File: src/hdl/eeprom_pkg.sv
package eeprom_pkg;

    // data and address widths
    localparam int BYTE_W    = 8;
    localparam int BLOCK_W   = 3;
    localparam int ADDR_W    = BLOCK_W + BYTE_W;
    localparam int MEM_WORDS = 1 << ADDR_W;

    // credit counters hold 0 up to the largest buffer depth
    localparam int CREDIT_W = 3;

    // upper nibble of a valid control byte
    localparam logic [3:0] DEV_CODE = 4'b1010;

    // buffer depths
    localparam int IN_DEPTH  = 4;
    localparam int OP_DEPTH  = 2;
    localparam int OUT_DEPTH = 4;

    localparam int IN_PTR_W  = $clog2(IN_DEPTH);
    localparam int OP_PTR_W  = $clog2(OP_DEPTH);
    localparam int OUT_PTR_W = $clog2(OUT_DEPTH);

    // one data, control, address or count byte
    typedef logic [BYTE_W-1:0] byte_t;

    // block bits on top of the low byte
    typedef logic [ADDR_W-1:0] mem_addr_t;

    typedef logic [BLOCK_W-1:0] block_t;

    typedef logic [CREDIT_W-1:0] credit_cnt_t;

    // frame decoder states
    typedef enum logic [2:0]
    {
        IDLE,
        WR_ADDR,
        WR_DATA,
        RD_COUNT,
        RD_ISSUE,
        SKIP
    } frame_state_t;

endpackage

File: src/hdl/read_return_queue.sv
`timescale 1ns/1ps

module read_return_queue import eeprom_pkg::*;
(
    input  logic  scl,
    input  logic  rst_n,
    input  logic  rd_push,
    input  byte_t rd_byte,
    output logic  rd_free,
    output logic  out_valid,
    output byte_t out_data,
    input  logic  out_credit
);

    byte_t                q_data [OUT_DEPTH];
    logic [OUT_PTR_W-1:0] q_wr;
    logic [OUT_PTR_W-1:0] q_rd;
    credit_cnt_t          q_count;
    credit_cnt_t          host_credit;

    // head goes out as soon as a credit is held
    assign out_valid = (q_count != '0) && (host_credit != '0);
    assign out_data  = q_data[q_rd];

    always_ff @(posedge scl)
    begin
        if (rd_push)
            q_data[q_wr] <= rd_byte;
    end

    always_ff @(posedge scl or negedge rst_n)
    begin
        if (!rst_n)
        begin
            q_wr        <= '0;
            q_rd        <= '0;
            q_count     <= '0;
            host_credit <= '0;
            rd_free     <= 1'b0;
        end
        else
        begin
            if (rd_push)
                q_wr <= q_wr + 1'b1;
            if (out_valid)
                q_rd <= q_rd + 1'b1;
            q_count     <= q_count + credit_cnt_t'(rd_push) - credit_cnt_t'(out_valid);
            host_credit <= host_credit + credit_cnt_t'(out_credit)
                           - credit_cnt_t'(out_valid);
            // one free entry back to execute per byte sent
            rd_free     <= out_valid;
        end
    end

endmodule

File: config.mk
export PLATFORM = sky130hd
export DESIGN_NAME = read_return_queue
export DESIGN_NICKNAME = d
export VERILOG_FILES = /design/src/hdl/eeprom_pkg.sv /design/src/hdl/read_return_queue.sv
export SDC_FILE = /design/constraint.sdc
export NUM_CORES = 1
export LEC_CHECK = 0
export ABC_AREA = 1
export BUFFER_PORTS_ARGS = -buffer_cell sky130_fd_sc_hd__buf_2
export CAP_MARGIN = 10
export CORE_MARGIN = 4
export CORE_UTILIZATION = 40
export DETAILED_ROUTE_END_ITERATION = 16
export PLACE_DENSITY_LB_ADDON = 0.25
export SLEW_MARGIN = 40
export SYNTH_ARGS = -nofsm -noshare
export SYNTH_HDL_FRONTEND = slang
export SYNTH_SLANG_ARGS = --single-unit
File: constraint.sdc
create_clock -name scl -period 1.9 [get_ports scl]
set_clock_uncertainty 0.15 [all_clocks]
set_input_delay 0.285 -clock scl [delete_from_list [all_inputs] [get_ports scl]]
set_output_delay 0.285 -clock scl [all_outputs]
set_load 0.02 [all_outputs]
# After elaboration in Yosys (flattened, before gate mapping)
# Memory sizes are Yosys's and may differ from the RTL's.
# Cells that the tools add are included.
# W data, S select, Z words.
# totals
ramBits,32
ff_bits,11
input_bits,12
word_cells,17
out_inout_bits,10
mem_count,1
# classes
muxes,2
addsub,6
reduce_logical,3
# memory_table
name,depth,width,read_ports,rd_clocked_by_memory_dff,wr,line,text
q_data,4,8,1,0,1,read_return_queue.sv:15,byte_t q_data [OUT_DEPTH];
# ops
cell,n
$add A3 B1 Y3,2
$reduce_bool A3 Y1,2
$sub A3 B1 Y3,2
$add A2 B1 Y2 const B,2
$mux W1,2
$logic_and A1 B1 Y1,1

# Depth between registers and ports, before layout
# Gate-level depths: netlist (run 1).
# depth
word_depth,3
depth_mapped,9
ltp_nobuf,9

# Least setup slack after synthesis (run 1)
# No wires, ideal clock.
# synth_path
path_kind,flip-flop to flip-flop
startpoint,register q_count[1]
endpoint,register host_credit[2]
stages_incl_launch_ff,10
synth_period_minus_slack_ns,1.920
path_slack_ns,-0.020
t_arrival_ns,1.654
setup_time_ns,0.116
t_required_ns,1.634
path_buffers,0
path_cell_list,dfrtp_1 nor2_2 nand2_2 nand3b_1 nand2_1 ha_1 fa_1 xor2_1 nand2_1 nand2_1
# synth_via
elab_chain_cells,3
# synth_rtl
item,line,text
"start, declared",read_return_queue.sv:18,credit_cnt_t q_count;
"start signal, assigned",read_return_queue.sv:47,q_count <= q_count + credit_cnt_t'(rd_push) - credit_cnt_t'(out_valid);
$reduce_bool A3 Y1,read_return_queue.sv:22,assign out_valid = (q_count != '0) && (host_credit != '0);
$logic_and A1 B1 Y1,read_return_queue.sv:22,
$sub A3 B1 Y3,read_return_queue.sv:49,- credit_cnt_t'(out_valid);
"end signal, assigned",read_return_queue.sv:48,host_credit <= host_credit + credit_cnt_t'(out_credit)
"end, declared",read_return_queue.sv:19,credit_cnt_t host_credit;
# No other way between the ends.
# A chain may end at the register's enable or synchronous reset.

# Worst setup path in the final report (run 1)
# layout_path
startpoint,register host_credit[1]
endpoint,register host_credit[2]
# layout_via
elab_chain_cells,3
word_cells_on_any_way,4
classes_between,2 x add/sub; 2 x reduce/logical
# layout_rtl
item,line
branches (longest 2 deep; another with $add A3 B1 Y3),n/a
$sub A3 B1 Y3 (*),read_return_queue.sv:49
# Every way passes the cells marked *.

==> summary.txt, run 1 <==
Status
  – Outcome: completed

STA
  – Hold Slack: 55.3 ps
  – Final-report hold violation count: 0
  – Post-layout minimum cycle time: 1880 ps
  – Setup repair after global routing missed its margin: true
  – Fmax achieved: 532 MHz
  – Number of slew-limit violations in the final report: 0
  – Least-Margin Pin Slew: about 380 ps
  – Count of final setup violators: 0
  – Fraction of the cycle the final worst path needs: 0.989
  – Worst slew margin: 0.745

Layout
  – Growth of design area from synthesis to finish: 17.3%
  – Count of nets after finishing: approximately 230
  – Number of antenna repair diodes: 0
  – Final Instance Area: 2280 um^2
  – Fraction of layout instances using a drive strength above 1: 0.282
  – Most common cell after layout, fill and taps aside: sky130_fd_sc_hd__nand2_1
  – Commonest non-fill, non-tap cells in the layout: sky130_fd_sc_hd__nand2_1, sky130_fd_sc_hd__edfxtp_1, sky130_fd_sc_hd__inv_1

Detailed routing
  – Detailed Route Iter0 Violations: between 60 and 70
  – Antenna-violating nets left: 0
  – Vias per cell: 4.38
  – First drt pass iteration count: 4
  – Detailed-route wire length per cell: 12.2 um
  – Aggregate routed wire length: 3330 um
  – Vias: 1,197
  – Drc violations: 0

Critical path
  – Capturing point of the worst reg2reg path: host_credit[2]$_DFF_PN0_
  – Critical path data required time: ~1900 ps
  – Critical R2R Launch: host_credit[1]$_DFF_PN0_
  – Number of cells on the worst reg-to-reg path: 9
  – Crit path launch type: register
  – Start point of the critical path: host_credit[1]$_DFF_PN0_
  – Nature of the critical path endpoint: register
  – Worst-path maximum fanout: 3
  – Critical path type: reg2reg
  – Register-to-register setup slack: ~21 ps
  – Capture point of the worst path: host_credit[2]$_DFF_PN0_
  – CP arrival: 1910 ps

Floorplan
  – # IOs: 22
  – Floorplan die height: roughly 78 um
  – Std-Cell Core Area: between 4000 and 5000 um^2
  – Floorplan die area: 6040 um^2
  – Die X-Extent: 77.7 um
  – Initial standard-cell utilization of the core: 0.412
  – Core Rows: 25

Placement
  – Number of buffer cells added on primary ports: 21
  – Global placement routability congestion: between 0.6 and 0.7
  – Detailed-placement wirelength estimate: between 2000 and 2500 um
  – Post-place instance area: 2130 um^2

Global routing
  – Gr ovfl total: 0
  – Global-route wire length before repair: around 5500 um
  – Pin count of the biggest net entering global routing: 19
  – Number of global-route vias before repair: 1,211
  – GRT Util Overall: 0.120
  – Number of antenna violations at the first check in global routing: 0

Flow run
  – Max_cap viols: 0

Pwr
  – Static leakage power: approximately 1.1 nW
  – Power per cell area: 1620 nW/um^2
  – Maximum ir drop on the vdd rail: 0.571 mV

Logic synthesis
  – Yosys synthesis warning count: 0
  – Synth Register Bits: between 40 and 50
  – Unique masters post-synth: 21
  – Per-instance average area after synthesis: 11.4 um^2
  – Net count after synthesis: ~190
  – Netlist Area Pre-Place: 1950 um^2
  – Post-Syn Instances: 171
  – Part of the Yosys area used for sequential elements: 0.635

Clock network
  – Number of H-tree branching levels: 2
  – Clock tree sinks: between 40 and 50
  – Clk_lat worst skew: 290 ps
  – Number of buffers created by CTS: 5
  – Clock tree from TritonCTS: built
  – Reg clk slew, reported paths: 80 ps
  – Max Buffers Root-to-Sink: 2
  – CTS Root Cell: sky130_fd_sc_hd__clkbuf_8

Hold path
  – Class of the tightest hold or removal check: in2reg
worst max-delay path, stage by stage, from the launching register on:
cell	delay (ps)
sky130_fd_sc_hd__dfrtp_1	400
sky130_fd_sc_hd__nor2_2	150
sky130_fd_sc_hd__nand2_2	90
sky130_fd_sc_hd__nand3b_1	110
sky130_fd_sc_hd__nand2_1	70
sky130_fd_sc_hd__ha_2	180
sky130_fd_sc_hd__fa_2	360
sky130_fd_sc_hd__xor2_1	150
sky130_fd_sc_hd__nand2_1	60
sky130_fd_sc_hd__nand2_1	40
through the flow:
stage	instances	setup TNS, ps	total power (W)	utilization	setup slack, ps
floorplan	171	0	0.00263	-	44.7
CTS	268	0	0.00365	0.474	11.4
global placement	259	0	0.00298	0.451	71.0
detailed placement	259	-15.1	0.00307	0.451	-15.1
global route	273	-100	0.00401	0.483	-82.4
finish	273	0	0.00369	0.483	20.9
area by class of cell:
type / count / area [um^2]
well taps: 67 / 83.8
repair buffers: 32 / 190
multi-input cells: 93 / 574
clock inverters: 1 / 5.00
flip-flops and latches: 43 / 1240
clock buffers: 7 / 76.3
fillers: 442 / 2440
inverters: 30 / 115
synthesized netlist by cell type, drive strengths merged:
library cell  count  area [um^2]
nand3b            1         7.51
xor2              2         17.5
nor2              3         13.8
buf               4         38.8
o21ai             9         45.0
nand2            55          211
fa                2         40.0
xnor2             1         8.76
inv              30          115
clkbuf            1         3.75
nand3             5         25.0
o211ai            8          100
dfrtp            11          275
o21bai            1         7.51
ha                6         75.1
edfxtp           32          961
sequential cells by signal, indices dropped and copies added, names as in the netlist:
register     count
q_rd             2
q_wr             2
rd_free          1
q_count          3
q_data          32
host_credit      3
how the worst min path moves through the flow:
stage	from	endpoint	slack (ps)	cells after the start
2_1_floorplan	rst_n	host_credit[0]$_DFF_PN0_	-160	0
3_3_place_gp	rst_n	rd_free$_DFF_PN0_	10	1
3_5_place_dp	rst_n	host_credit[1]$_DFF_PN0_	20	1
4_1_cts	rd_byte[0]	q_data[1][0]$_DFFE_PP_	50	1
5_1_grt	rd_byte[6]	q_data[2][6]$_DFFE_PP_	50	1
6_report	rd_byte[6]	q_data[2][6]$_DFFE_PP_	60	1
where the power goes:
part | internal (W) | total, W | switching [W]
registers | 0.00129 | 0.00143 | 0.000143
logic | 0.000670 | 0.00172 | 0.00105
clock network | 0.000258 | 0.000539 | 0.000282
total | 0.00222 | 0.00369 | 0.00148
what timing repair did:
item | 4_1_cts | 5_1_grt
setup buffers | 0 | 5
setup endpoints to repair | 9 | 9
resized for setup | 5 | 2
cloned | 0 | 0
hold buffers | 1 | 0
pin swaps | 0 | 2
hold endpoints to repair | 11 | 0
cells by family (layout without fill, tap and decap cells):
group                    after synthesis  in the layout  synth area share
adder cells (fa/ha/maj)                8              8            0.0592
buffers and inverters                 35             70            0.0810
AND/OR/NAND/NOR                       64             64             0.132
XOR/XNOR                               3              3            0.0135
flip-flops                            43             43             0.635
AO/OA/AOI/OAI                         18             18            0.0785
metal layers:
| layer | GRT usage | up-vias | routed length, um |
|---|---|---|---|
| met2 | 0.213 | 23 | 1780 |
| met5 | 0 | - | 0 |
| met1 | 0.130 | 554 | 1370 |
| met3 | 0.0429 | 2 | 157 |
| met4 | 0.0480 | 0 | 24 |
| li1 | - | 618 | - |
Note: power is estimated with default switching activity, not from simulation.
==> run 2, diff against run 1 <==
Clock period 1.9 ns to 1.8 ns, I/O delays scaled along.
==> summary.txt, run 2 (synthesis results as in run 1) <==
Global routing
  – Number of global-route vias before repair: 1,249
  – Met2 Usage GRT: 0.221
  – Pin count of the biggest net entering global routing: 19
  – Most utilized layer in the global route result: met2
  – Number of antenna violations at the first check in global routing: 0
  – GRT Util Overall: 0.128
  – GR Util met1: 0.152
  – Gr ovfl total: 0
  – Met3 Usage GRT: 0.0394
  – Global-route wire length before repair: 5940 um

Floorplan
  – # IOs: 22
  – Floorplan die height: between 70 and 80 um
  – Initial standard-cell utilization of the core: 0.412
  – Die X-Extent: 77.7 um
  – Core Rows: 25
  – Floorplan die area: roughly 6000 um^2
  – Std-Cell Core Area: 4720 um^2

Detailed routing
  – Vias: around 1,200
  – Aggregate routed wire length: 3530 um
  – Drc violations: 0
  – Detailed-route wire length per cell: ~13 um
  – Detailed Route Iter0 Violations: 51
  – First drt pass iteration count: 4
  – Vias per cell: 4.50
  – Antenna-violating nets left: 0

STA
  – Hold Slack: between 40 and 50 ps
  – Fraction of the cycle the final worst path needs: 1.04
  – Number of slew-limit violations in the final report: 0
  – PnR worst setup slack: -64.8 ps
  – Count of final setup violators: 1
  – Total negative slack for setup checks: -64.8 ps
  – Setup repair after global routing missed its margin: true
  – Post-layout minimum cycle time: about 1900 ps
  – Final-report hold violation count: 0
  – Worst slew margin: 0.729
  – Fmax achieved: 536 MHz
  – Least-Margin Pin Slew: 407 ps

Critical path
  – Critical-path top delay cell: sky130_fd_sc_hd__dfrtp_1
  – CP arrival: 1910 ps
  – Capturing point of the worst reg2reg path: host_credit[2]$_DFF_PN0_
  – Register-to-register setup slack: -60 ps
  – Critical path data required time: 1840 ps
  – Critical R2R Launch: host_credit[0]$_DFF_PN0_
  – Crit-path cells: nor2_2 > nand2_2 > nand3b_1 > nand2_1 > ha_2 > fa_2 > xor2_1 > nand2_1 > nand2_1
  – Nature of the critical path endpoint: register
  – Dominant cell type by count on the critical path: sky130_fd_sc_hd__nand2_1
  – Worst path max stage delay: 410 ps
  – Capture point of the worst path: host_credit[2]$_DFF_PN0_
  – Start point of the critical path: host_credit[0]$_DFF_PN0_
  – Critical path type: reg2reg
  – Crit path launch type: register
  – Worst-path maximum fanout: 3
  – Number of cells on the worst reg-to-reg path: 9
  – Depth of the critical timing path with buffers and inverters included: 9
  – Dominant delay contributor by cell family on the critical path: adder cells
  – CP bufs+invs: 0

Status
  – Violated checks: setup timing
  – Outcome: finished with violations

Layout
  – Number of antenna repair diodes: 0
  – Largest regs: q_data: 32 flops, host_credit: 3 flops, q_count: 3 flops
  – Max FFs per register: 32
  – Multi-input gate area: 592 um^2
  – Most common cell after layout, fill and taps aside: sky130_fd_sc_hd__nand2_1
  – Area occupied by registers: 1240 um^2
  – Count of nets after finishing: 228
  – Final Instance Area: around 2300 um^2
  – Number of fill cells in the layout: around 420
  – Commonest non-fill, non-tap cells in the layout: sky130_fd_sc_hd__nand2_1, sky130_fd_sc_hd__edfxtp_1, sky130_fd_sc_hd__inv_1
  – Core utilization of the finished layout: 0.495
  – Growth of design area from synthesis to finish: 20.3%
  – Fraction of layout instances using a drive strength above 1: 0.316
  – Register name with the most flops: q_data

Hold path
  – Class of the tightest hold or removal check: in2reg

Pwr
  – Maximum ir drop on the vdd rail: approximately 0.6 mV
  – Static leakage power: around 1.1 nW
  – Power per cell area: 1740 nW/um^2

Clock network
  – Clk_lat worst skew: 300 ps
  – Reg clk slew, reported paths: about 80 ps
  – Max Buffers Root-to-Sink: 2
  – Number of H-tree branching levels: 2
  – Clock tree sinks: 43
  – Number of buffers created by CTS: 5
  – CTS Root Cell: sky130_fd_sc_hd__clkbuf_8
  – Clock tree from TritonCTS: built

Placement
  – Detailed-placement wirelength estimate: 2480 um
  – Number of buffer cells added on primary ports: 21
  – Global placement routability congestion: 0.722
  – Post-place instance area: 2180 um^2
  – Worst slack at placement: -66.2 ps

Flow run
  – Max_cap viols: 0
[run 2: report_power, final]
| part | internal (W) | switching, W | total, W |
|---|---|---|---|
| registers | 0.00136 | 0.000137 | 0.00149 |
| logic | 0.000818 | 0.00119 | 0.00200 |
| clock network | 0.000265 | 0.000313 | 0.000579 |
| total | 0.00244 | 0.00164 | 0.00408 |
[run 2: through the flow]
step,instances,power (W)
floorplan,171,0.00278
global placement,265,0.00327
detailed placement,265,0.00338
CTS,274,0.00402
global route,276,0.00444
finish,276,0.00408
[run 2: layer usage]
metal / up-vias / part of all wire
met1: 594 / 0.41
met2: 19 / 0.54
met3: 6 / 0.037
met5: - / 0
met4: 0 / 0.012
li1: 622 / -
[run 2: layout make-up]
type | count | area share
flip-flops and latches | 43 | 0.528
multi-input cells | 93 | 0.253
repair buffers | 35 | 0.0968
inverters | 30 | 0.0503
well taps | 67 | 0.0358
clock buffers | 5 | 0.0294
clock inverters | 3 | 0.00642
[run 2: worst min-delay path by stage]
stage | start | end | slack [ps] | cells past startpoint
finish | rd_byte[6] | q_data[2][6]$_DFFE_PP_ | 40 | 1
global placement | rst_n | rd_free$_DFF_PN0_ | -1 | 1
CTS | rd_byte[6] | q_data[2][6]$_DFFE_PP_ | 30 | 1
floorplan | rst_n | host_credit[0]$_DFF_PN0_ | -180 | 0
detailed placement | rst_n | rd_free$_DFF_PN0_ | 10 | 1
global route | rd_byte[6] | q_data[2][6]$_DFFE_PP_ | 30 | 1
[run 2: worst register-to-register path: cells and delay by family (launching register included)]
family | cells | cell delay, ps
DFF | 1 | 410
and+or+nand+nor | 6 | 520
adders and majority gates | 2 | 530
xor gates and xnor gates | 1 | 160
[run 2: timing repair]
action	4_1_cts	5_1_grt
setup endpoints to repair	4	12
pin swaps	0	2
resized for setup	5	11
setup buffers	0	2
endpoints found under the hold margin	11	0
gates cloned	0	0
hold buffers	1	0
==> run 3, diff against run 2 <==
Settings changed: CORE_ASPECT_RATIO from default to 0.8, CORE_UTILIZATION 40 to 56.
==> summary.txt, run 3 (synthesis results as in run 1) <==
Detailed routing
  – Vias: 1,240
  – Antenna-violating nets left: 0
  – Drc violations: 0
  – Vias per cell: 4.96
  – Detailed-route wire length per cell: 14.5 um
  – Detailed Route Iter0 Violations: 35
  – First drt pass iteration count: 4
  – Aggregate routed wire length: about 3600 um

Layout
  – Number of fill cells in the layout: 209
  – Max FFs per register: 32
  – Number of antenna repair diodes: 0
  – Largest regs: q_data: 32 flops, host_credit: 3 flops, q_count: 3 flops
  – Final standard cell count with taps included and fillers excluded: 250
  – Final Instance Area: 2410 um^2
  – Count of nets after finishing: roughly 230
  – Multi-input gate area: ~630 um^2
  – Commonest non-fill, non-tap cells in the layout: sky130_fd_sc_hd__nand2_1, sky130_fd_sc_hd__edfxtp_1, sky130_fd_sc_hd__inv_1
  – Growth of design area from synthesis to finish: 23.7%
  – Register name with the most flops: q_data
  – Fraction of layout instances using a drive strength above 1: 0.362
  – Most common cell after layout, fill and taps aside: sky130_fd_sc_hd__nand2_1
  – Area occupied by registers: 1240 um^2

Pwr
  – Static leakage power: ~1.1 nW
  – Pint: 0.00264 W
  – Power per cell area: 1820 nW/um^2
  – Maximum ir drop on the vdd rail: 1.16 mV
  – Part of the power in combinational logic: 0.526
  – Power share of the clock group: 0.127
  – Pwr Total: 0.00437 W
  – Reg power frac: 0.348
  – Net Switching: 0.00173 W
  – Fraction of power spent switching nets: 0.396

Placement
  – Global placement routability congestion: between 0.7 and 0.8
  – Number of buffer cells added on primary ports: 21
  – Detailed-placement wirelength estimate: 2340 um
  – Cell count after placement: 238
  – Post-place instance area: 2140 um^2

STA
  – Worst slew margin: 0.737
  – Fraction of the cycle the final worst path needs: 1.08
  – Final-report hold violation count: 0
  – Fmax achieved: between 500 and 600 MHz
  – PnR worst setup slack: -141 ps
  – Post-layout minimum cycle time: 1940 ps
  – Least-Margin Pin Slew: 395 ps
  – Number of slew-limit violations in the final report: 0
  – Count of final setup violators: 1
  – Setup repair after global routing missed its margin: true
  – Hold Slack: 48.1 ps
  – Total negative slack for setup checks: -141 ps

Global routing
  – Number of global-route vias before repair: roughly 1,200
  – Gr ovfl total: 0
  – Pin count of the biggest net entering global routing: 19
  – Global-route wire length before repair: 5580 um
  – GRT Util Overall: 0.173
  – Number of antenna violations at the first check in global routing: 0

Clock network
  – Reg clk slew, reported paths: around 80 ps
  – Max Buffers Root-to-Sink: 2
  – Clock tree from TritonCTS: built
  – Clock tree sinks: 43
  – Number of H-tree branching levels: 2
  – Clk_lat worst skew: 280 ps
  – CTS Root Cell: sky130_fd_sc_hd__clkbuf_8
  – Number of buffers created by CTS: 5

Floorplan
  – Floorplan die height: 60.7 um
  – Die X-Extent: between 70 and 80 um
  – Core Rows: 18
  – Initial standard-cell utilization of the core: 0.608
  – Std-Cell Core Area: 3200 um^2
  – Floorplan die area: 4490 um^2
  – # IOs: 22

Status
  – Outcome: finished with violations
  – Violated checks: setup timing

Critical path
  – Critical path type: reg2reg
  – Critical path data required time: 1830 ps
  – Worst-path maximum fanout: 3
  – Dominant delay contributor by cell family on the critical path: simple AND/OR/NAND/NOR gates
  – Dominant cell type by count on the critical path: sky130_fd_sc_hd__nand2_1
  – Nature of the critical path endpoint: register
  – CP bufs+invs: 0
  – Crit-path cells: nor2_2 > nand2_2 > nand3b_1 > nand2_1 > ha_2 > fa_2 > xor2_1 > nand2_1 > nand2_1
  – Worst path max stage delay: 400 ps
  – CP arrival: between 1500 and 2000 ps
  – Critical-path top delay cell: sky130_fd_sc_hd__dfrtp_1
  – Crit path launch type: register

Flow run
  – Max_cap viols: 0

Hold path
  – Class of the tightest hold or removal check: in2reg
run 3: cell type report:
| cell class | count | area share |
|---|---|---|
| flip-flops and latches | 43 | 0.514 |
| clock buffers | 6 | 0.0302 |
| clock inverters | 2 | 0.00312 |
| inverters | 30 | 0.0499 |
| repair buffers | 36 | 0.118 |
| well taps | 40 | 0.0208 |
| multi-input cells | 93 | 0.264 |
run 3: final timing paths:
path | from | endpoint | slack, ps | cells past startpoint
min reg2reg | q_wr[0]$_DFFE_PN0P_ | q_wr[0]$_DFFE_PN0P_ | 390 | 1
max in group asynchronous | rst_n | q_rd[0]$_DFFE_PN0P_ | 1040 | 2
max | host_credit[1]$_DFF_PN0_ | host_credit[2]$_DFF_PN0_ | -140 | 9
min | rd_byte[1] | q_data[0][1]$_DFFE_PP_ | 50 | 1
min in group asynchronous | rst_n | host_credit[0]$_DFF_PN0_ | 230 | 2
max reg2reg | host_credit[1]$_DFF_PN0_ | host_credit[2]$_DFF_PN0_ | -140 | 9
run 3: what timing repair did:
action | in CTS | in global routing
hold buffers | 1 | 0
buffers inserted | 1 | 2
pin swaps | 1 | 7
gates cloned | 0 | 0
setup endpoints to repair | 7 | 12
endpoints found under the hold margin | 11 | 0
resized for setup | 2 | 44
run 3: metrics by stage:
| step | setup slack (ps) | util |
|---|---|---|
| after global placement | 24.1 | 0.670 |
| after floorplan | -55.3 | - |
| after CTS | -45.9 | 0.702 |
| after detailed placement | -62.5 | 0.670 |
| final | -141 | 0.752 |
| after global routing | -218 | 0.752 |
run 3: power by group through the flow:
| stage | clock [W] | sequential (W) | combinational (W) |
|---|---|---|---|
| after floorplan | 0 | 0.00149 | 0.00129 |
| after global placement | 0 | 0.00150 | 0.00175 |
| after detailed placement | 0 | 0.00152 | 0.00184 |
| after CTS | 0.000562 | 0.00149 | 0.00189 |
| after global routing | 0.000623 | 0.00155 | 0.00254 |
| final | 0.000554 | 0.00152 | 0.00230 |
run 3: metal layers:
| metal | wire length, um | vias up | GRT usage |
|---|---|---|---|
| met5 | 0 | - | 0 |
| met4 | 68 | 0 | 0.0543 |
| met3 | 147 | 6 | 0.0414 |
| met2 | 1930 | 24 | 0.304 |
| met1 | 1470 | 585 | 0.213 |
| li1 | - | 625 | - |
