**config.mk**
```make
export PLATFORM = sky130hd
export DESIGN_NAME = frame_decoder_flat
export DESIGN_NICKNAME = d
export VERILOG_FILES = /design/src/hdl/eeprom_pkg.sv /design/src/hdl/eeprom_op_if.sv /design/src/hdl/frame_decoder.sv /design/src/flat_wrapper.sv
export SDC_FILE = /design/constraint.sdc
export NUM_CORES = 1
export LEC_CHECK = 0
export BUFFER_PORTS_ARGS = -buffer_cell sky130_fd_sc_hd__buf_2
export CAP_MARGIN = 20
export CORE_UTILIZATION = 40
export DETAILED_ROUTE_END_ITERATION = 7
export GPL_TIMING_DRIVEN = 0
export SLEW_MARGIN = 5
export SYNTH_ARGS = -nofsm -noshare
export SYNTH_HDL_FRONTEND = slang
export SYNTH_SLANG_ARGS = --single-unit
```
**constraint.sdc**
```tcl
create_clock -name scl -period 5.2 [get_ports scl]
set_input_delay 0.26 -clock scl [delete_from_list [all_inputs] [get_ports scl]]
set_output_delay 0.26 -clock scl [all_outputs]
set_load 0.005 [all_outputs]
```
**src/hdl/eeprom_pkg.sv**
```systemverilog
package eeprom_pkg;

    // data and address widths
    localparam int BYTE_W    = 8;
    localparam int BLOCK_W   = 3;
    localparam int ADDR_W    = BLOCK_W + BYTE_W;
    localparam int MEM_WORDS = 1 << ADDR_W;

    // credit counters hold 0 up to the largest buffer depth
    localparam int CREDIT_W = 3;

    // upper nibble of a valid control byte
    localparam logic [3:0] DEV_CODE = 4'b1010;

    // buffer depths
    localparam int IN_DEPTH  = 4;
    localparam int OP_DEPTH  = 2;
    localparam int OUT_DEPTH = 4;

    localparam int IN_PTR_W  = $clog2(IN_DEPTH);
    localparam int OP_PTR_W  = $clog2(OP_DEPTH);
    localparam int OUT_PTR_W = $clog2(OUT_DEPTH);

    // one data, control, address or count byte
    typedef logic [BYTE_W-1:0] byte_t;

    // block bits on top of the low byte
    typedef logic [ADDR_W-1:0] mem_addr_t;

    typedef logic [BLOCK_W-1:0] block_t;

    typedef logic [CREDIT_W-1:0] credit_cnt_t;

    // frame decoder states
    typedef enum logic [2:0]
    {
        IDLE,
        WR_ADDR,
        WR_DATA,
        RD_COUNT,
        RD_ISSUE,
        SKIP
    } frame_state_t;

endpackage

```
**src/hdl/eeprom_op_if.sv**
```systemverilog
`timescale 1ns/1ps

interface eeprom_op_if import eeprom_pkg::*;
();

    // one memory operation per op_valid cycle
    logic      op_valid;
    logic      op_write;
    mem_addr_t op_addr;
    byte_t     op_data;

    // one pulse per freed slot
    logic      op_credit;

    modport decoder
    (
        output op_valid,
        output op_write,
        output op_addr,
        output op_data,
        input  op_credit
    );

    modport executor
    (
        input  op_valid,
        input  op_write,
        input  op_addr,
        input  op_data,
        output op_credit
    );

endinterface

```
**src/hdl/frame_decoder.sv**
```systemverilog
`timescale 1ns/1ps

module frame_decoder import eeprom_pkg::*;
(
    input  logic         scl,
    input  logic         rst_n,
    input  logic         in_valid,
    input  logic         in_start,
    input  byte_t        in_data,
    output logic         in_credit,
    eeprom_op_if.decoder op
);

    byte_t               fifo_data [IN_DEPTH];
    logic                fifo_start [IN_DEPTH];
    logic [IN_PTR_W-1:0] wr_ptr;
    logic [IN_PTR_W-1:0] rd_ptr;
    credit_cnt_t         in_count;
    credit_cnt_t         op_cnt;
    frame_state_t        state;
    block_t              block_q;
    byte_t               addr_lo;
    byte_t               rd_left;
    logic                head_start;
    byte_t               head_data;
    logic                pop;
    logic                issue_wr;
    logic                issue_rd;

    assign head_start = fifo_start[rd_ptr];
    assign head_data  = fifo_data[rd_ptr];

    // read frames drain before the next byte is looked at
    assign pop = (in_count != '0) && (state != RD_ISSUE) &&
                 (head_start || state != WR_DATA || op_cnt != '0);

    assign issue_wr = pop && !head_start && (state == WR_DATA);
    assign issue_rd = (state == RD_ISSUE) && (op_cnt != '0);

    always_ff @(posedge scl)
    begin
        if (in_valid)
        begin
            fifo_data[wr_ptr]  <= in_data;
            fifo_start[wr_ptr] <= in_start;
        end
    end

    always_ff @(posedge scl or negedge rst_n)
    begin
        if (!rst_n)
        begin
            wr_ptr    <= '0;
            rd_ptr    <= '0;
            in_count  <= '0;
            in_credit <= 1'b0;
            op_cnt    <= credit_cnt_t'(OP_DEPTH);
        end
        else
        begin
            if (in_valid)
                wr_ptr <= wr_ptr + 1'b1;
            if (pop)
                rd_ptr <= rd_ptr + 1'b1;
            in_count  <= in_count + credit_cnt_t'(in_valid) - credit_cnt_t'(pop);
            in_credit <= pop;
            op_cnt    <= op_cnt - credit_cnt_t'(issue_wr | issue_rd)
                         + credit_cnt_t'(op.op_credit);
        end
    end

    always_ff @(posedge scl or negedge rst_n)
    begin
        if (!rst_n)
        begin
            state   <= IDLE;
            block_q <= '0;
            addr_lo <= '0;
            rd_left <= '0;
        end
        else if (pop && head_start)
        begin
            if (head_data[7:4] == DEV_CODE)
            begin
                block_q <= head_data[3:1];
                if (head_data[0])
                    state <= RD_COUNT;
                else
                    state <= WR_ADDR;
            end
            else
                state <= SKIP;
        end
        else if (pop)
        begin
            case (state)
                WR_ADDR:
                begin
                    addr_lo <= head_data;
                    state   <= WR_DATA;
                end
                WR_DATA:
                    addr_lo <= addr_lo + 8'd1;
                RD_COUNT:
                begin
                    rd_left <= head_data;
                    if (head_data == '0)
                        state <= IDLE;
                    else
                        state <= RD_ISSUE;
                end
                default:
                    state <= state;
            endcase
        end
        else if (issue_rd)
        begin
            addr_lo <= addr_lo + 8'd1;
            rd_left <= rd_left - 8'd1;
            if (rd_left == 8'd1)
                state <= IDLE;
        end
    end

    always_ff @(posedge scl or negedge rst_n)
    begin
        if (!rst_n)
            op.op_valid <= 1'b0;
        else
            op.op_valid <= issue_wr | issue_rd;
    end

    // pointer wraps inside the block
    always_ff @(posedge scl)
    begin
        op.op_write <= issue_wr;
        op.op_addr  <= {block_q, addr_lo};
        op.op_data  <= head_data;
    end

endmodule

```
**src/flat_wrapper.sv**
```systemverilog
// flat-port wrapper written by rule: the top's interface ports become plain ports
module frame_decoder_flat import eeprom_pkg::*;
  (scl, rst_n, in_valid, in_start, in_data, in_credit, op_op_valid, op_op_write, op_op_addr, op_op_data, op_op_credit);
  eeprom_op_if op_i ();
  input  logic scl;
  input  logic rst_n;
  input  logic in_valid;
  input  logic in_start;
  input  byte_t in_data;
  output logic in_credit;
  output wire logic [$bits(op_i.op_valid)-1:0] op_op_valid;
  output wire logic [$bits(op_i.op_write)-1:0] op_op_write;
  output wire logic [$bits(op_i.op_addr)-1:0] op_op_addr;
  output wire logic [$bits(op_i.op_data)-1:0] op_op_data;
  input wire logic [$bits(op_i.op_credit)-1:0] op_op_credit;
  assign op_op_valid = op_i.op_valid;
  assign op_op_write = op_i.op_write;
  assign op_op_addr = op_i.op_addr;
  assign op_op_data = op_i.op_data;
  assign op_i.op_credit = op_op_credit;
  frame_decoder u_core (.scl(scl), .rst_n(rst_n), .in_valid(in_valid), .in_start(in_start), .in_data(in_data), .in_credit(in_credit), .op(op_i));
endmodule
```
Word level (Yosys, flattened, before mapping)
Memories as Yosys holds them, arrays and structs flattened.
Index checks and enable logic that the tools add are counted.
{"block": "op_classes", "n_reduce_logical": 19, "mux": 16, "bitwise": 3, "addsub": 8, "eq_ne": 11}
{"operator": "$mux 8", "count": 5}
{"operator": "$mux 3", "count": 6}
{"operator": "$pmux 8 s2", "count": 1}
{"operator": "$reduce_bool 3->1", "count": 4}
{"operator": "$reduce_and 3->1", "count": 3}
{"operator": "$add 8x1->8 const B", "count": 1}
{"operator": "$eq 8x1->1 const B", "count": 1}
{"operator": "$logic_not 8->1", "count": 1}
{"operator": "$sub 8x1->8 const B", "count": 1}
{"operator": "$add 3x1->3", "count": 2}
{"operator": "$eq 3x2->1 const B", "count": 2}
{"operator": "$logic_and 1x1->1", "count": 6}
{"operator": "$ne 3x3->1 const B", "count": 2}
{"operator": "$pmux 3 s2", "count": 1}
{"operator": "$add 2x1->2 const B", "count": 2}
{"operator": "$eq 4x4->1 const B", "count": 1}
{"operator": "$ne 4x4->1 const B", "count": 1}
{"operator": "$eq 3x1->1 const B", "count": 1}
{"operator": "$eq 3x3->1 const B", "count": 1}
{"operator": "$ne 3x2->1 const B", "count": 1}
{"operator": "$sub 3x1->3", "count": 1}
{"operator": "$sub 3x3->3", "count": 1}
{"operator": "$logic_or 1x1->1", "count": 2}
{"operator": "$mux 1", "count": 2}
{"operator": "7 further kinds", "count": 8}
{"block": "word_totals", "ff_bits": 54, "output_inout_bits": 22, "word_cells": 72, "inputBits": 13, "n_memories": 2, "ramBits": 36}
{"name": "u_core.fifo_data", "words": 4, "word_bits": 8, "rd": 1, "rd_clocked_by_memory_dff": 0, "write_ports": 1, "line_no": "frame_decoder.sv:14", "text": "byte_t fifo_data [IN_DEPTH];"}
{"name": "u_core.fifo_start", "words": 4, "word_bits": 1, "rd": 1, "rd_clocked_by_memory_dff": 0, "write_ports": 1, "line_no": "frame_decoder.sv:15", "text": "logic fifo_start [IN_DEPTH];"}

Logic depth before layout (Yosys ltp)
Gate-level depths: netlist of run 1.
{"block": "depth", "word_depth": 9, "depth_mapped": 12, "ltp_nobuf": 11}

Worst setup path before layout of run 1
Ideal clock, no wire load.
{"block": "synth_path", "path_kind": "flip-flop to flip-flop", "startpoint": "reg u_core.state[0]", "endpoint": "reg u_core.in_count[2]", "synth_period_minus_slack_ps": 2695, "arrival_time_ps": 2572, "path_buffers": 1, "path_slack_ps": 2505, "path_stages_with_launch": 11, "setup_ps": 123, "required_ps": 5077, "cell_sequence": "dfrtp_1 > or3b_2 > nor2b_2 > a21oi_2 > buf_2 > ha_1 > inv_1 > ha_1 > fa_1 > xor2_1 > xnor2_1"}
{"block": "synth_via", "elab_chain_cells": 5, "word_cells_on_any_way": 7, "cone_classes": "1 x add/sub; 2 x eq/ne; 4 x reduce/logical"}
{"element": "start: declaration", "line_no": "frame_decoder.sv:20", "text": "frame_state_t state;"}
{"element": "start signal: assignment", "line_no": "frame_decoder.sv:113", "text": "state <= state;"}
{"element": "$ne 3x2->1", "line_no": "frame_decoder.sv:35", "text": "(head_start || state != WR_DATA || op_cnt != '0);"}
{"element": "$logic_or 1x1->1 (2 in series)", "line_no": "frame_decoder.sv:35"}
{"element": "$logic_and 1x1->1 *", "line_no": "frame_decoder.sv:34", "text": "assign pop = (in_count != '0) && (state != RD_ISSUE) &&"}
{"element": "named net u_core.pop", "line_no": "frame_decoder.sv:26", "text": "logic pop;"}
{"element": "$sub 3x1->3 *", "line_no": "frame_decoder.sv:65", "text": "in_count <= in_count + credit_cnt_t'(in_valid) - credit_cnt_t'(pop);"}
{"element": "end signal: assignment", "line_no": "frame_decoder.sv:65"}
{"element": "end: declaration", "line_no": "frame_decoder.sv:18", "text": "credit_cnt_t in_count;"}
The timed path passes the listed nets; every way through them passes the cells marked *.
A chain may end at the register's enable or synchronous reset.

Worst setup path after layout of run 1
Ends and elaborated chain as after synthesis.

==> run summary, run 1 <==
=====================================================================================================
Run status ............................................................................. finished, violations left
Violated checks ........................................................................ negative hold slack
Minimum hold slack .....................................................................   -0.0369 ns
Sequential cell fraction of total power ................................................        40.3%
Proportion of synthesized chip area in sequential cells ................................        63.1%
Area share of the largest cell type after synthesis ....................................        29.2%
Worst Hold Class ....................................................................... primary input to async pin
Multiplexer share of the synthesized area ..............................................        7.21%
Slew margin rel. .......................................................................        48.1%
Detailed placement HPWL ................................................................      4590 um
Number of antenna violations at the first check in global routing ......................            0
Max Cap Viol ...........................................................................            0
Unrepaired setup endpoints after global routing ........................................        false
Number of top-level design ports .......................................................           35
Clk Tree Root Cell ..................................................................... sky130_fd_sc_hd__clkbuf_8
Avg Synthesized Cell Area ..............................................................     13.4 um2
Post-route ant nets ....................................................................            0
Fraction of power spent switching nets .................................................        37.8%
Top cells by area, synth ............................................................... sky130_fd_sc_hd__edfxtp_1 29%, sky130_fd_sc_hd__dfrtp_1 22%, sky130_fd_sc_hd__dfxtp_1 11%, sky130_fd_sc_hd__mux4_2 5.5%, sky130_fd_sc_hd__ha_1 3.7%
Worst Reg-to-Reg Cells .................................................................           10
Post-synth EDFFs .......................................................................           36
Starting utilization of the core area ..................................................        41.8%
First-pass detailed-route iteration total ..............................................            6
Clock tree from TritonCTS ..............................................................         done
Final nets .............................................................................          347
# hold bufs at CTS .....................................................................            0
Number of clock sinks seen by CTS ......................................................           90
Total chip power .......................................................................      2.87 mW
Cell Int Power .........................................................................      1.78 mW
Launch instance of the worst register-to-register path ................................. u_core.state[0]$_DFFE_PN0P_
Main synth FF type ..................................................................... sky130_fd_sc_hd__edfxtp_1
Launching element of the worst setup path .............................................. u_core.state[0]$_DFFE_PN0P_
Layout overhead on the synthesized area ................................................        13.9%
Number of cell rows ....................................................................           34
Count of unresolved DRC violations after routing .......................................            0
Synthesized-area fraction occupied by and/or/nand/nor cells ............................        10.9%
Worst Setup End Kind ...................................................................     register
Worst supply voltage drop on vdd .......................................................     0.238 mV
Setup Total Neg Slack ..................................................................         0 ns
Count of input and output buffers ......................................................           34
Worst path required time ...............................................................      5.45 ns
Max-slew violation total from the final report .........................................            0
Worst-path maximum fanout ..............................................................           11
Tightest Pin Transition ................................................................     0.778 ns
First-pass GRT wire length .............................................................     11200 um
Count of routing violations after the opening detailed-route iteration .................           87
Launching element type of the critical path ............................................     register
Antenna diode instance count ...........................................................            0
Fin crit share .........................................................................        56.3%
Cell type with the largest total area after synthesis .................................. sky130_fd_sc_hd__edfxtp_1
Complex-gate fraction of the synthesized area ..........................................        8.66%
Design area ............................................................................     4210 um2
Endpoints failing setup ................................................................            0
Number of hold violations in the final report ..........................................           33
Die area ...............................................................................     9640 um2
Post-synthesis register bit count ......................................................           90
Number of buffers added by the clock tree synthesis step ...............................            9
Clock Power Share ......................................................................        17.3%
Overall via count from detail_route ....................................................         2274
Nets in the synthesized netlist ........................................................          302
Netlist area before placement ..........................................................     3700 um2
FF-to-FF setup slack ...................................................................      2.27 ns
Later-pin clock latency in the skew report .............................................      0.36 ns
Post-synthesis xor/xnor area fraction ..................................................        1.89%
Post-DR wirelength/cell ................................................................      15.6 um
Overall Global Routing Usage ...........................................................        15.3%
Switching power total ..................................................................      1.08 mW
Floorplan die height ...................................................................      98.2 um
Combinational family with the most area after synthesis ................................ simple AND/OR/NAND/NOR gates
Post-Route WL ..........................................................................      6770 um
Maximum number of pins on one net before global-route repair ...........................           35
Termination of the worst setup path .................................................... u_core.in_count[2]$_DFF_PN0_
Worst endpoint data arrival time .......................................................      3.17 ns
Count of non-filler cells in the finished layout .......................................          434
Post-CTS Setup Repair Bufs .............................................................            0
Share of flip-flops with an asynchronous set or reset after synthesis ..................        37.8%
Standard cell area after detailed placement ............................................     4000 um2
Yosys Warn Count .......................................................................            0
Via count of the first global-routing pass .............................................         2251
Resize count post-CTS ..................................................................            0
Overflow left after global routing .....................................................            0
Number of instances in the synthesized netlist .........................................          276
Total core area ........................................................................     8850 um2
Commonest cells after routing, fill and taps aside ..................................... 39 x sky130_fd_sc_hd__buf_2, 36 x sky130_fd_sc_hd__edfxtp_1, 33 x sky130_fd_sc_hd__dfrtp_1
Die Wd .................................................................................      98.2 um
Leading cell type in the layout, fill and taps excluded ................................ sky130_fd_sc_hd__buf_2
Min Clock Period, post-route ...........................................................      2.93 ns
Fmax ...................................................................................    0.342 GHz
Cell Pwr Density .......................................................................   680 nW/um2
Portion of total power attributed to combinational logic ...............................        42.4%
Dpl cells ..............................................................................          418
Type of the worst setup path ........................................................... register to register
Average vias per placed instance .......................................................         5.24
Gp weighted congestion .................................................................        0.736
Post-synthesis share of cell area spent on full adders, half adders and majority gates .        4.80%
Maximum root-to-sink buffer count ......................................................            2
Fillers ................................................................................          810
Count of unique library cells instantiated by Yosys ....................................           53
H-tree depth ...........................................................................            3
Clock transition at the registers of the reported paths ................................      0.09 ns
Leakage ................................................................................      1.73 nW
Capturing point of the worst reg2reg path .............................................. u_core.in_count[2]$_DFF_PN0_
Fraction of final layout cells sized beyond drive strength 1 ...........................        23.0%
Max Clock Skew .........................................................................    0.0104 ns
=====================================================================================================
[cell usage after synthesis, types with 9 or more instances]
cell	count
sky130_fd_sc_hd__nand2_1	14
sky130_fd_sc_hd__dfxtp_1	20
sky130_fd_sc_hd__mux4_2	9
sky130_fd_sc_hd__edfxtp_1	36
sky130_fd_sc_hd__ha_1	11
sky130_fd_sc_hd__o21ai_0	13
sky130_fd_sc_hd__dfrtp_1	33
sky130_fd_sc_hd__nor2_1	13
sky130_fd_sc_hd__nor3_1	9
sky130_fd_sc_hd__inv_1	20
sky130_fd_sc_hd__nand3_1	9
[worst max-delay path: stages (launching register included)]
cell	delay, ns
sky130_fd_sc_hd__dfrtp_1	0.44
sky130_fd_sc_hd__or3b_2	0.53
sky130_fd_sc_hd__nor2b_2	0.25
sky130_fd_sc_hd__a21oi_2	0.16
sky130_fd_sc_hd__buf_2	0.24
sky130_fd_sc_hd__ha_1	0.30
sky130_fd_sc_hd__inv_1	0.03
sky130_fd_sc_hd__ha_1	0.19
sky130_fd_sc_hd__fa_1	0.38
sky130_fd_sc_hd__xor2_1	0.18
sky130_fd_sc_hd__xnor2_1	0.12
[routing by layer]
| metal | global-route usage, % | part of all wire [%] |
|---|---|---|
| met5 | 0 | 0 |
| met4 | 5.97 | 1.6 |
| met3 | 3.65 | 3.1 |
| met2 | 25.6 | 49 |
| met1 | 19.2 | 47 |
[registers in the layout, indices dropped and copies added (netlist names)]
signal,cells
u_core.addr_lo,8
u_core.op.op_addr,11
u_core.rd_left,8
u_core.op_cnt,3
u_core.op.op_valid,1
u_core.fifo_data,32
u_core.state,3
u_core.in_credit,1
u_core.fifo_start,4
u_core.wr_ptr,2
u_core.op.op_data,8
u_core.op.op_write,1
u_core.block_q,3
u_core.rd_ptr,2
u_core.in_count,3
[worst min path at each step]
| stage | from | endpoint | slack, ns | cells after the start |
|---|---|---|---|---|
| 5_1_grt | rst_n | u_core.rd_ptr[1]$_DFFE_PN0N_ | 0.03 | 1 |
| 2_1_floorplan | rst_n | u_core.addr_lo[0]$_DFFE_PN0P_ | -0.04 | 0 |
| 3_5_place_dp | u_core.block_q[1]$_DFFE_PN0P_ | u_core.op.op_addr[9]$_DFF_P_ | 0.35 | 0 |
| 3_3_place_gp | u_core.block_q[1]$_DFFE_PN0P_ | u_core.op.op_addr[9]$_DFF_P_ | 0.35 | 0 |
| 4_1_cts | rst_n | u_core.rd_ptr[1]$_DFFE_PN0N_ | 0.004 | 1 |
| 6_report | rst_n | u_core.op.op_valid$_DFF_PN0_ | -0.04 | 1 |
[cell families after synthesis]
group                      after synthesis
adders and majority gates               13
DFF                                     90
buffers and inverters                   30
and+or+nand+nor                         75
muxes                                   15
xor gates and xnor gates                 8
AOI/OAI and AO/OA                       45
[cell type report]
cell class,count,area [um2],share of cell area (%)
Sequential cell,90,2330,55.4
Multi-Input combinational cell,156,1240,29.4
Timing Repair Buffer,34,170,4.04
Tap cell,108,135,3.21
Clock buffer,9,124,2.94
Clock inverter,7,86.3,2.05
Inverter,20,75.1,1.78
Buffer,10,51.3,1.22
[power groups by stage]
stage | logic (mW) | registers [mW] | clock network (mW)
after global routing | 1.36 | 1.19 | 0.539
after CTS | 1.23 | 1.16 | 0.509
after detailed placement | 1.22 | 1.17 | 0
final | 1.22 | 1.15 | 0.495
after floorplan | 0.889 | 1.15 | 0
after global placement | 1.20 | 1.16 | 0
[per-stage QoR]
step,util [%],setup slack (ns)
6_report,47.6,2.27
5_1_grt,47.6,2.10
4_1_cts,47.6,2.27
3_5_place_dp,45.2,2.28
3_3_place_gp,45.2,2.31
2_1_floorplan,-,2.51
Note: power is estimated with default switching activity, not from simulation.
==> inputs of run 2 (changes only) <==
Clock period 5.2 ns to 3 ns, I/O delays scaled along.
==> run summary, run 2 (same netlist as run 1, synthesis figures left out) <==
=====================================================================================
Average vias per placed instance .......................................         5.20
Overflow left after global routing .....................................            0
Tightest Pin Transition ................................................     0.775 ns
Detailed placement HPWL ................................................      4590 um
First-pass detailed-route iteration total ..............................            6
Clock transition at the registers of the reported paths ................      0.10 ns
Worst Hold Class ....................................................... primary input to register
Post-Route WL ..........................................................      6860 um
Termination of the worst setup path .................................... u_core.in_count[2]$_DFF_PN0_
Worst Reg-to-Reg Cells .................................................           10
Total core area ........................................................     8850 um2
Total chip power .......................................................      4.99 mW
Number of buffers added by the clock tree synthesis step ...............            9
Leakage ................................................................      1.77 nW
Die Wd .................................................................      98.2 um
Commonest cells after routing, fill and taps aside ..................... 39 x sky130_fd_sc_hd__buf_2, 36 x sky130_fd_sc_hd__edfxtp_1, 33 x sky130_fd_sc_hd__dfrtp_1
Max Clock Skew .........................................................    0.0134 ns
Capturing point of the worst reg2reg path .............................. u_core.in_count[2]$_DFF_PN0_
Clock tree from TritonCTS ..............................................         done
Worst endpoint data arrival time .......................................      3.08 ns
Setup Total Neg Slack ..................................................         0 ns
Cell Pwr Density .......................................................  1160 nW/um2
Number of top-level design ports .......................................           35
Max-slew violation total from the final report .........................            0
Max Cap Viol ...........................................................            0
Maximum number of pins on one net before global-route repair ...........           35
Post-DR wirelength/cell ................................................      15.5 um
Overall Global Routing Usage ...........................................        15.4%
Gp weighted congestion .................................................        0.736
Later-pin clock latency in the skew report .............................      0.36 ns
Leading registers by flop count ........................................ u_core.fifo_data: 32 flops, u_core.op.op_addr: 11 flops
Flip-flop count of the largest register after layout ...................           32
Buffer and inverter count on the worst path ............................            2
Clk Tree Root Cell ..................................................... sky130_fd_sc_hd__clkbuf_8
Final nets .............................................................          355
Count of input and output buffers ......................................           34
Post-route ant nets ....................................................            0
Number of hold violations in the final report ..........................            0
Antenna diode instance count ...........................................            0
Worst Setup End Kind ...................................................     register
First-pass GRT wire length .............................................     11300 um
Crit path max-delay cell type .......................................... sky130_fd_sc_hd__or3b_2
Launching element type of the critical path ............................     register
Endpoints failing setup ................................................            0
Unrepaired setup endpoints after global routing ........................        false
Worst-path maximum fanout ..............................................           11
Floorplan die height ...................................................      98.2 um
Count of unresolved DRC violations after routing .......................            0
Via count of the first global-routing pass .............................         2285
Fin crit share .........................................................        94.8%
Launch instance of the worst register-to-register path ................. u_core.state[0]$_DFFE_PN0P_
Worst supply voltage drop on vdd .......................................     0.422 mV
Number of cell rows ....................................................           34
Run status ............................................................. complete, no violations
Worst path required time ...............................................      3.24 ns
Path length in cells of the critical path ..............................           10
Number of antenna violations at the first check in global routing ......            0
Fraction of final layout cells sized beyond drive strength 1 ...........        22.8%
Launching element of the worst setup path .............................. u_core.state[0]$_DFFE_PN0P_
Leading cell type in the layout, fill and taps excluded ................ sky130_fd_sc_hd__buf_2
Layout overhead on the synthesized area ................................        16.5%
Type of the worst setup path ........................................... register to register
Overall via count from detail_route ....................................         2298
Cell seen most often among critical-path stages ........................ sky130_fd_sc_hd__ha_1
FF-to-FF setup slack ...................................................      0.16 ns
Die area ...............................................................     9640 um2
Count of routing violations after the opening detailed-route iteration .           98
Biggest register ....................................................... u_core.fifo_data
Min Clock Period, post-route ...........................................      2.84 ns
Worst path max stage delay .............................................      0.55 ns
Cell family with most CP delay .........................................  adder cells
Number of clock sinks seen by CTS ......................................           90
Starting utilization of the core area ..................................        41.8%
Maximum root-to-sink buffer count ......................................            2
Cell Chain, Critical Path .............................................. or3b_2 -> nor2b_4 -> a21oi_4 -> buf_2 -> ha_1 -> inv_1 -> ha_1 -> fa_1 -> xor2_1 -> xnor2_1
Fmax ...................................................................    0.352 GHz
H-tree depth ...........................................................            3
Slew margin rel. .......................................................        48.4%
=====================================================================================
[run 2: through the flow]
stage	setup WS (ns)	instances	utilization, %	instance area [um2]	hold slack (ns)
finish	0.155	442	48.7	4310	0.0225
detailed placement	0.0825	418	45.2	4000	0.288
CTS	0.0662	441	48.4	4280	0.000118
floorplan	0.305	276	-	3700	-0.146
global placement	0.111	418	45.2	4000	0.285
global route	0.0237	442	48.7	4310	0.00294
[run 2: final cells by class]
class                   count  area (um2)
clock inverters             7        86.3
plain buffers              10        51.3
flip-flops and latches     90        2330
repair buffers             42         250
fillers                   789        4540
well taps                 108         135
inverters                  20        75.1
clock buffers               9         124
multi-input cells         156        1250
[run 2: power by group]
part           leakage [nW]  switching [mW]  internal [mW]
sequential            0.898           0.239           1.76
combinational         0.765            1.20          0.938
clock                 0.107           0.452          0.401
total                  1.77            1.89           3.10
[run 2: worst register-to-register path: cells and delay by family (launching register included)]
kind                     cells  cell delay [ns]
adder cells (fa/ha/maj)      3             0.87
flip-flops                   1             0.44
XOR/XNOR                     2             0.30
AO/OA/AOI/OAI                1             0.12
AND/OR/NAND/NOR              2             0.76
buffers and inverters        2             0.25
[run 2: what timing repair did]
action	CTS	global route
buffers inserted	0	0
endpoints found under the hold margin	57	1
setup endpoints to repair	0	1
hold buffers	7	1
resized for setup	0	3
[run 2: metal layers]
metal	wire length, um	up-vias	global-route usage [%]
li1	-	1119	-
met1	3240	1131	19.2
met2	3390	44	25.9
met3	181	4	3.65
met4	48	0	5.97
met5	0	-	0
[run 2: worst min-delay path by stage]
stage	from	to	depth (start not counted)
after floorplan	rst_n	u_core.addr_lo[0]$_DFFE_PN0P_	0
after global placement	rst_n	u_core.op.op_valid$_DFF_PN0_	1
after detailed placement	rst_n	u_core.op.op_valid$_DFF_PN0_	1
after CTS	in_data[0]	u_core.fifo_data[1][0]$_DFFE_PP_	1
after global routing	in_data[4]	u_core.fifo_data[2][4]$_DFFE_PP_	1
final	in_data[4]	u_core.fifo_data[2][4]$_DFFE_PP_	1
